## src/hw/decode_pkg.sv

```systemverilog
`default_nettype none

package decode_pkg;

	localparam int XLEN = 64;
	localparam int LG_PRF = 6;

	typedef logic [XLEN-1:0] xlen_t;
	typedef logic [LG_PRF-1:0] reg_idx_t;

	typedef enum logic [6:0] {
		OPC_LOAD      = 7'h03,
		OPC_MISC_MEM  = 7'h0f,
		OPC_OP_IMM    = 7'h13,
		OPC_AUIPC     = 7'h17,
		OPC_OP_IMM_32 = 7'h1b,
		OPC_STORE     = 7'h23,
		OPC_OP        = 7'h33,
		OPC_LUI       = 7'h37,
		OPC_OP_32     = 7'h3b,
		OPC_BRANCH    = 7'h63,
		OPC_JALR      = 7'h67,
		OPC_JAL       = 7'h6f
	} opcode_e;

	typedef enum logic [7:0] {
		NOP = 8'd0, II,
		ADDI, SLLI, SLTI, SLTIU, XORI, SRLI, SRAI, ORI, ANDI,
		AUIPC, LUI,
		ADDIW, SLLIW, SRLIW, SRAIW,
		ADDU, SUBU, SLL, SLT, SLTU, XOR, SRL, SRA, OR, AND,
		MUL, MULH, MULHSU, MULHU, DIV, DIVU, REM, REMU,
		ADDW, SUBW, SLLW, SRLW, SRAW,
		MULW, DIVW, DIVUW, REMW, REMUW,
		LB, LH, LW, LD, LBU, LHU, LWU,
		SB, SH, SW, SD,
		BEQ, BNE, BLT, BGE, BLTU, BGEU,
		JAL, J, JALR, JR, RET
	} uop_op_e;

	typedef struct packed {
		logic [31:0] insn;
		xlen_t pc;
	} fetch_t;

	typedef struct packed {
		uop_op_e op;
		reg_idx_t dst;
		reg_idx_t src_a;
		reg_idx_t src_b;
		logic dst_valid;
		logic src_a_valid;
		logic src_b_valid;
		xlen_t rvimm;
		xlen_t pc;
		logic is_mem;
		logic is_store;
		logic is_int;
		logic is_cheap_int;
		logic is_br;
	} uop_t;

	typedef struct packed {
		xlen_t i_imm;
		xlen_t s_imm;
		xlen_t u_imm;
		xlen_t pc_target; // branch, jal or auipc target
	} imm_set_t;

	function automatic xlen_t sext12(input logic [11:0] f);
		return {{(XLEN-12){f[11]}}, f};
	endfunction

	function automatic reg_idx_t to_reg(input logic [4:0] f);
		return {{(LG_PRF-5){1'b0}}, f};
	endfunction

	// x1 and x5 are the link registers per the calling convention
	function automatic logic is_link(input reg_idx_t r);
		return (r == reg_idx_t'(1)) || (r == reg_idx_t'(5));
	endfunction

endpackage

`default_nettype wire
```

## src/hw/decode_stage.sv

```systemverilog
`default_nettype none

module decode_stage import decode_pkg::*; (
	input logic clk,
	input logic rst,
	input logic in_valid,
	input logic mode64,
	input fetch_t fetch,
	output logic uop_valid,
	output uop_t uop
);

	imm_set_t imm;
	uop_t alu_uop;
	uop_t mem_uop;
	uop_t br_uop;

	imm_gen u_imm_gen (
		.fetch(fetch),
		.mode64(mode64),
		.imm(imm)
	);

	alu_decode u_alu_decode (
		.insn(fetch.insn),
		.pc(fetch.pc),
		.mode64(mode64),
		.imm(imm),
		.alu_uop(alu_uop)
	);

	mem_decode u_mem_decode (
		.insn(fetch.insn),
		.pc(fetch.pc),
		.imm(imm),
		.mem_uop(mem_uop)
	);

	branch_decode u_branch_decode (
		.insn(fetch.insn),
		.pc(fetch.pc),
		.imm(imm),
		.br_uop(br_uop)
	);

	uop_merge u_uop_merge (
		.clk(clk),
		.rst(rst),
		.in_valid(in_valid),
		.insn(fetch.insn),
		.pc(fetch.pc),
		.alu_uop(alu_uop),
		.mem_uop(mem_uop),
		.br_uop(br_uop),
		.uop(uop),
		.uop_valid(uop_valid)
	);

endmodule

`default_nettype wire

```

## src/hw/uop_merge.sv

```systemverilog
`default_nettype none

module uop_merge import decode_pkg::*; (
	input logic clk,
	input logic rst,
	input logic in_valid,
	input logic [31:0] insn,
	input xlen_t pc,
	input uop_t alu_uop,
	input uop_t mem_uop,
	input uop_t br_uop,
	output uop_t uop,
	output logic uop_valid
);

	opcode_e opc;
	uop_t fixed_uop;
	uop_t next_uop;

	assign opc = opcode_e'(insn[6:0]);

	always_comb
	begin
		fixed_uop = '0;
		fixed_uop.op = (opc == OPC_MISC_MEM) ? NOP : II; // fence needs no ordering here
		fixed_uop.pc = pc;
		case (opc)
			OPC_OP_IMM, OPC_OP, OPC_OP_IMM_32, OPC_OP_32, OPC_LUI, OPC_AUIPC:
				next_uop = alu_uop;
			OPC_LOAD, OPC_STORE:
				next_uop = mem_uop;
			OPC_BRANCH, OPC_JAL, OPC_JALR:
				next_uop = br_uop;
			default:
				next_uop = fixed_uop; // system and unknown opcodes
		endcase
	end

	always_ff @(posedge clk)
	begin
		if (rst)
			uop_valid <= 1'b0;
		else
			uop_valid <= in_valid;
		if (in_valid)
			uop <= next_uop;
	end

endmodule

`default_nettype wire

```

## src/hw/branch_decode.sv

```systemverilog
`default_nettype none

module branch_decode import decode_pkg::*; (
	input logic [31:0] insn,
	input xlen_t pc,
	input imm_set_t imm,
	output uop_t br_uop
);

	reg_idx_t rd;
	reg_idx_t rs1;
	uop_op_e op;
	logic ok;

	assign rd = to_reg(insn[11:7]);
	assign rs1 = to_reg(insn[19:15]);

	always_comb
	begin
		case (insn[6:0])
			OPC_JAL: op = (rd == '0) ? J : JAL;
			OPC_JALR:
				if (insn[14:12] != 3'd0)
					op = II;
				else if (rd == '0)
					op = is_link(rs1) ? RET : JR; // pops the return stack
				else
					op = JALR;
			default:
				case (insn[14:12])
					3'd0: op = BEQ;
					3'd1: op = BNE;
					3'd4: op = BLT;
					3'd5: op = BGE;
					3'd6: op = BLTU;
					3'd7: op = BGEU;
					default: op = II;
				endcase
		endcase
	end

	assign ok = (op != II);

	always_comb
	begin
		br_uop = '0;
		br_uop.op = op;
		br_uop.dst = rd;
		br_uop.src_a = rs1;
		br_uop.src_b = to_reg(insn[24:20]);
		br_uop.dst_valid = (op == JAL) || (op == JALR);
		br_uop.src_a_valid = ok && (insn[6:0] != OPC_JAL);
		br_uop.src_b_valid = ok && (insn[6:0] == OPC_BRANCH);
		br_uop.rvimm = (insn[6:0] == OPC_JALR) ? imm.i_imm : imm.pc_target;
		br_uop.pc = pc;
		br_uop.is_int = ok;
		br_uop.is_cheap_int = ok;
		br_uop.is_br = ok;
	end

endmodule

`default_nettype wire

```

## src/hw/mem_decode.sv

```systemverilog
`default_nettype none

module mem_decode import decode_pkg::*; (
	input logic [31:0] insn,
	input xlen_t pc,
	input imm_set_t imm,
	output uop_t mem_uop
);

	logic store;
	logic ok;
	uop_op_e op;

	assign store = insn[5]; // 0x23 vs 0x03

	always_comb
	begin
		op = II;
		if (store)
			case (insn[14:12])
				3'd0: op = SB;
				3'd1: op = SH;
				3'd2: op = SW;
				3'd3: op = SD;
				default: op = II;
			endcase
		else
			case (insn[14:12])
				3'd0: op = LB;
				3'd1: op = LH;
				3'd2: op = LW;
				3'd3: op = LD;
				3'd4: op = LBU;
				3'd5: op = LHU;
				3'd6: op = LWU;
				default: op = II;
			endcase
	end

	assign ok = (op != II);

	always_comb
	begin
		mem_uop = '0;
		mem_uop.op = op;
		mem_uop.dst = to_reg(insn[11:7]);
		mem_uop.src_a = to_reg(insn[19:15]);
		mem_uop.src_b = to_reg(insn[24:20]);
		mem_uop.dst_valid = ok && !store && (insn[11:7] != 5'd0); // load to x0 still accesses
		mem_uop.src_a_valid = ok;
		mem_uop.src_b_valid = ok && store; // store data
		mem_uop.rvimm = store ? imm.s_imm : imm.i_imm;
		mem_uop.pc = pc;
		mem_uop.is_mem = ok;
		mem_uop.is_store = ok && store;
	end

endmodule

`default_nettype wire

```

## src/hw/alu_decode.sv

```systemverilog
`default_nettype none

module alu_decode import decode_pkg::*; (
	input logic [31:0] insn,
	input xlen_t pc,
	input logic mode64,
	input imm_set_t imm,
	output uop_t alu_uop
);

	logic [2:0] f3;
	logic [6:0] f7;
	logic [5:0] f6;
	reg_idx_t rd;
	uop_op_e op;
	logic use_a;
	logic use_b;
	logic cheap;
	logic live;
	xlen_t rvimm;

	assign f3 = insn[14:12];
	assign f7 = insn[31:25];
	assign f6 = insn[31:26]; // rv64 shifts use a 6-bit shamt
	assign rd = to_reg(insn[11:7]);

	always_comb
	begin
		op = II;
		use_a = 1'b1;
		use_b = 1'b0;
		cheap = 1'b1;
		rvimm = imm.i_imm;
		case (insn[6:0])
			OPC_OP_IMM:
				case (f3)
					3'd0: op = ADDI;
					3'd1: op = (f6 == 6'h00) ? SLLI : II;
					3'd2: op = SLTI;
					3'd3: op = SLTIU;
					3'd4: op = XORI;
					3'd5: op = (f6 == 6'h00) ? SRLI : (f6 == 6'h10) ? SRAI : II;
					3'd6: op = ORI;
					default: op = ANDI;
				endcase
			OPC_OP:
			begin
				use_b = 1'b1;
				cheap = (f7 != 7'h01); // mul/div go to the long pipe
				case ({f7, f3})
					{7'h00, 3'd0}: op = ADDU;
					{7'h20, 3'd0}: op = SUBU;
					{7'h00, 3'd1}: op = SLL;
					{7'h00, 3'd2}: op = SLT;
					{7'h00, 3'd3}: op = SLTU;
					{7'h00, 3'd4}: op = XOR;
					{7'h00, 3'd5}: op = SRL;
					{7'h20, 3'd5}: op = SRA;
					{7'h00, 3'd6}: op = OR;
					{7'h00, 3'd7}: op = AND;
					{7'h01, 3'd0}: op = MUL;
					{7'h01, 3'd1}: op = MULH;
					{7'h01, 3'd2}: op = MULHSU;
					{7'h01, 3'd3}: op = MULHU;
					{7'h01, 3'd4}: op = DIV;
					{7'h01, 3'd5}: op = DIVU;
					{7'h01, 3'd6}: op = REM;
					{7'h01, 3'd7}: op = REMU;
					default: op = II;
				endcase
			end
			OPC_OP_IMM_32:
				if (mode64)
					case (f3)
						3'd0: op = ADDIW;
						3'd1: op = (f7 == 7'h00) ? SLLIW : II;
						3'd5: op = (f7 == 7'h00) ? SRLIW : (f7 == 7'h20) ? SRAIW : II;
						default: op = II;
					endcase
			OPC_OP_32:
				if (mode64)
				begin
					use_b = 1'b1;
					cheap = (f7 != 7'h01);
					case ({f7, f3})
						{7'h00, 3'd0}: op = ADDW;
						{7'h20, 3'd0}: op = SUBW;
						{7'h00, 3'd1}: op = SLLW;
						{7'h00, 3'd5}: op = SRLW;
						{7'h20, 3'd5}: op = SRAW;
						{7'h01, 3'd0}: op = MULW;
						{7'h01, 3'd4}: op = DIVW;
						{7'h01, 3'd5}: op = DIVUW;
						{7'h01, 3'd6}: op = REMW;
						{7'h01, 3'd7}: op = REMUW;
						default: op = II;
					endcase
				end
			OPC_LUI:
			begin
				op = LUI;
				use_a = 1'b0;
				rvimm = imm.u_imm;
			end
			default:
			begin
				op = AUIPC;
				use_a = 1'b0;
				rvimm = imm.pc_target;
			end
		endcase
	end

	// writes to x0 have no effect
	assign live = (op != II) && (rd != '0);

	always_comb
	begin
		alu_uop = '0;
		alu_uop.op = ((op != II) && (rd == '0)) ? NOP : op;
		alu_uop.dst = rd;
		alu_uop.src_a = to_reg(insn[19:15]);
		alu_uop.src_b = to_reg(insn[24:20]);
		alu_uop.dst_valid = live;
		alu_uop.src_a_valid = live & use_a;
		alu_uop.src_b_valid = live & use_b;
		alu_uop.rvimm = rvimm;
		alu_uop.pc = pc;
		alu_uop.is_int = live;
		alu_uop.is_cheap_int = live & cheap;
	end

endmodule

`default_nettype wire

```

## src/hw/imm_gen.sv

```systemverilog
`default_nettype none

module imm_gen import decode_pkg::*; (
	input fetch_t fetch,
	input logic mode64,
	output imm_set_t imm
);

	logic [31:0] insn;
	xlen_t u_imm;
	xlen_t b_imm;
	xlen_t j_imm;
	xlen_t off;
	xlen_t sum;

	assign insn = fetch.insn;
	assign u_imm = {{(XLEN-32){insn[31]}}, insn[31:12], 12'd0};
	assign b_imm = {{(XLEN-13){insn[31]}}, insn[31], insn[7], insn[30:25], insn[11:8], 1'b0};
	assign j_imm = {{(XLEN-21){insn[31]}}, insn[31], insn[19:12], insn[20], insn[30:21], 1'b0};

	always_comb
	begin
		case (insn[6:0])
			OPC_BRANCH: off = b_imm;
			OPC_JAL: off = j_imm;
			default: off = u_imm; // auipc
		endcase
	end

	assign sum = fetch.pc + off;

	assign imm.i_imm = sext12(insn[31:20]);
	assign imm.s_imm = sext12({insn[31:25], insn[11:7]});
	assign imm.u_imm = u_imm;
	assign imm.pc_target = mode64 ? sum : {{(XLEN-32){sum[31]}}, sum[31:0]}; // rv32 wraps

endmodule

`default_nettype wire

```

## config.mk

```make
export PLATFORM = sky130hd
export DESIGN_NAME = decode_stage
export DESIGN_NICKNAME = d
export VERILOG_FILES = /design/src/hw/decode_pkg.sv /design/src/hw/decode_stage.sv /design/src/hw/uop_merge.sv /design/src/hw/branch_decode.sv /design/src/hw/mem_decode.sv /design/src/hw/alu_decode.sv /design/src/hw/imm_gen.sv
export SDC_FILE = /design/constraint.sdc
export NUM_CORES = 1
export LEC_CHECK = 0
export BUFFER_PORTS_ARGS = -buffer_cell sky130_fd_sc_hd__clkbuf_2
export CAP_MARGIN = 20
export CORE_AREA = 2 2 152 154
export DETAILED_ROUTE_END_ITERATION = 8
export DIE_AREA = 0 0 154 156
export GPL_ROUTABILITY_DRIVEN = 0
export PLACE_DENSITY = 0.81
export RECOVER_POWER = 25
export SYNTH_ARGS = -nofsm -noshare
export SYNTH_HDL_FRONTEND = slang
export SYNTH_SLANG_ARGS = --single-unit
```

## constraint.sdc

```tcl
create_clock -name clk -period 5.7 [get_ports clk]
set_input_delay 1.425 -clock clk [delete_from_list [all_inputs] [get_ports clk]]
set_output_delay 1.425 -clock clk [all_outputs]
set_load 0.1 [all_outputs]
```

==> metrics.cfg <==
[run_status]
status=finished, violations left
violations=capacitance limit, slew limit

[clock_tree]
root_buffer=clkbuf_16
post_cts_buffers=0
ctsHoldBuffers=0
cts_buffer_depth=2
clkSlewWorstSetupHoldPaths_ns=0.07
clock_sinks=159
cts-resized-gates=0
cts_buffers=17
htreeDepth=4
cts_tree=built

[die]
initial_core_util=0.496
ioPinCount=263
fp.dieArea_sq_mm=0.0240
die_y_um=156
rows=55
core_area_sq_mm=0.0224
dieWidth_um=154

[timing]
fin_crit_ns=5.44
setup_viol=0
maxSlewViolCount=70
fmax_mhz=184
fin_setup_tns_ns=0
timing.final.ws_setup_ns=0.258
rsz0062_at_grt=no
worst_slew_margin_rel=-1.69
worst_pin_slew_ns=4.03
fin_crit_sh=0.955
hold_viol_final=0

[drt]
dr.pass1.iters=6
routed_via_density=6.36
vias=11100
drt_wl_total_um=35700
ant_nets=0
drt_iter0_markers=1542
wl_per_cell_um=20.5
drc=0

[setup_path]
critPathMaxStageDelay_ns=0.59
crit_path_end_kind=flop
crit_cells=18
required_ns=5.89
crit_buf_inv=4
path_max_fanout=18
cp_top_family=compound AO/OA/AOI/OAI gates
crit_path_start_kind=primary input
worst_ep_arrival_time_ns=5.63
path_class=primary input to flop
cpMostUsedCell=buf_4
slowest_stage=o41ai_2
path_cells=clkbuf_2, nand2_1, or3_1, a21o_1, a21o_1, ha_1, buf_4, and3_1, and3_1, nand2_1, a211oi_1, buf_4, o31ai_2, buf_4, o41ai_2, a21boi_1, xor2_1, a21oi_1

[yosys]
async_reset_ff_frac=0
ys_seq_elements=159
syn_area_sq_mm=0.0111
avgSynthCellArea_sq_um=9.35
synthFlopType=edfxtp_1
ys.warnings.count=0
ys_types=86
synthCells=1187
synth.yosys.seq_area_share=0.430
synth_enable_flop_cells=158

[placement]
portBuffers=258
dp_slack_ns=0.0407
dp_hpwl_um=27300

[power_and_ir_drop]
cellPowerDensity_mw_per_mm2=295
p_leak_nw=5.52
ir_drop_v=0.000194

[hold_path]
min_from=rst
whs_path_depth=2
hold_end=u_uop_merge.uop_valid
min_path_type=primary input to flop

[grt]
grt_pass1_wl_um=54800
grt_pass1_vias=10300
track_usage=0.291
antenna_found_initial=2
grt_overflow=0
grt_max_degree=70

[cells_and_area]
final_layout_size_suffix_gt1_frac=0.203
syn_to_final_growth_pct=20.4
diodes=0
nNetsFinal=1610

[run]
maxCapViolCount=1

-- layer usage --
metal	part of all wire	wire (um)	vias to the layer above	global-route usage
met2	0.43	15500	791	0.447
met4	0.061	2180	4	0.162
li1	-	-	4980	-
met5	0.00076	27	-	0
met1	0.39	14100	5109	0.384
met3	0.11	3950	183	0.0650
-- synth_stat cells (all sizes together) (12+ instances only) --
cell | count | area [sq um]
a211oi | 14 | 110
a21o | 42 | 317
a21oi | 144 | 721
a31oi | 13 | 81.3
and2 | 21 | 131
and3 | 20 | 125
buf | 12 | 63.8
clkbuf | 56 | 210
edfxtp | 158 | 4740
ha | 68 | 851
inv | 28 | 105
nand2 | 110 | 415
nand2b | 12 | 82.6
nand3 | 19 | 95.1
nand4 | 14 | 87.6
nor2 | 96 | 363
nor2b | 21 | 131
nor3 | 22 | 110
nor4 | 12 | 93.8
o21ai | 102 | 514
xnor2 | 30 | 263
xor2 | 24 | 210
-- cells by family after synthesis --
family | count (synthesis) | share of synthesized area
fa+ha+maj | 69 | 0.0785
mux | 2 | 0.00192
simple gates | 385 | 0.173
flops | 159 | 0.430
compound gates | 421 | 0.240
other cells | 1 | 0.000338
xor+xnor | 54 | 0.0426
buf+inv | 96 | 0.0342
-- sequential cells by signal, indices dropped and copies added (netlist names) --
signal and count:
u_uop_merge.uop_valid 1, u_uop_merge.uop 158
-- layout by cell type (no fill, tap or decap), types with 24 or more instances in the layout --
cell      instances
clkbuf_2        193
edfxtp_1        158
a21oi_1         144
nand2_1         109
nor2_1           95
o21ai_0          93
ha_1             68
clkbuf_1         65
a21o_1           41
buf_4            40
xnor2_1          30
inv_1            28
xor2_1           24
-- how the worst max path moves through the flow --
stage / from / slack, ns / endpoint
finish: fetch[65] / 0.26 / u_uop_merge.uop[122]
global placement: fetch[68] / 0.14 / u_uop_merge.uop[126]
global route: fetch[65] / 0.11 / u_uop_merge.uop[126]
CTS: fetch[65] / 0.42 / u_uop_merge.uop[126]
detailed placement: fetch[65] / 0.04 / u_uop_merge.uop[119]
floorplan: fetch[65] / 0.31 / u_uop_merge.uop[123]
-- cell type report --
class,count,area (sq um)
clock buffer,17,425
inverter,28,105
clock inverter,15,185
timing repair buffer,300,1540
tap,285,357
sequential,159,4760
multi-input combinational,935,5970
fill,1870,9010
-- through the flow --
stage / cells / hold slack, ns / instance area, sq um / power (mW) / util
floorplan: 1190 / 1.50 / 11100 / 2.45 / -
global placement: 1706 / 1.59 / 12800 / 2.73 / 0.573
detailed placement: 1706 / 1.58 / 12800 / 2.75 / 0.573
CTS: 1738 / 1.12 / 13400 / 3.93 / 0.600
global route: 1739 / 1.13 / 13400 / 4.06 / 0.597
finish: 1739 / 1.12 / 13400 / 3.94 / 0.597
-- where the power goes --
part	switching (mW)	internal, mW	total, mW	leakage (nW)
Sequential	0.0259	1.38	1.40	1.53
Combinational	1.06	0.285	1.34	3.69
Clock	0.557	0.632	1.19	0.299
Total	1.64	2.29	3.94	5.52
No activity file was read; power rests on OpenSTA's default activity.
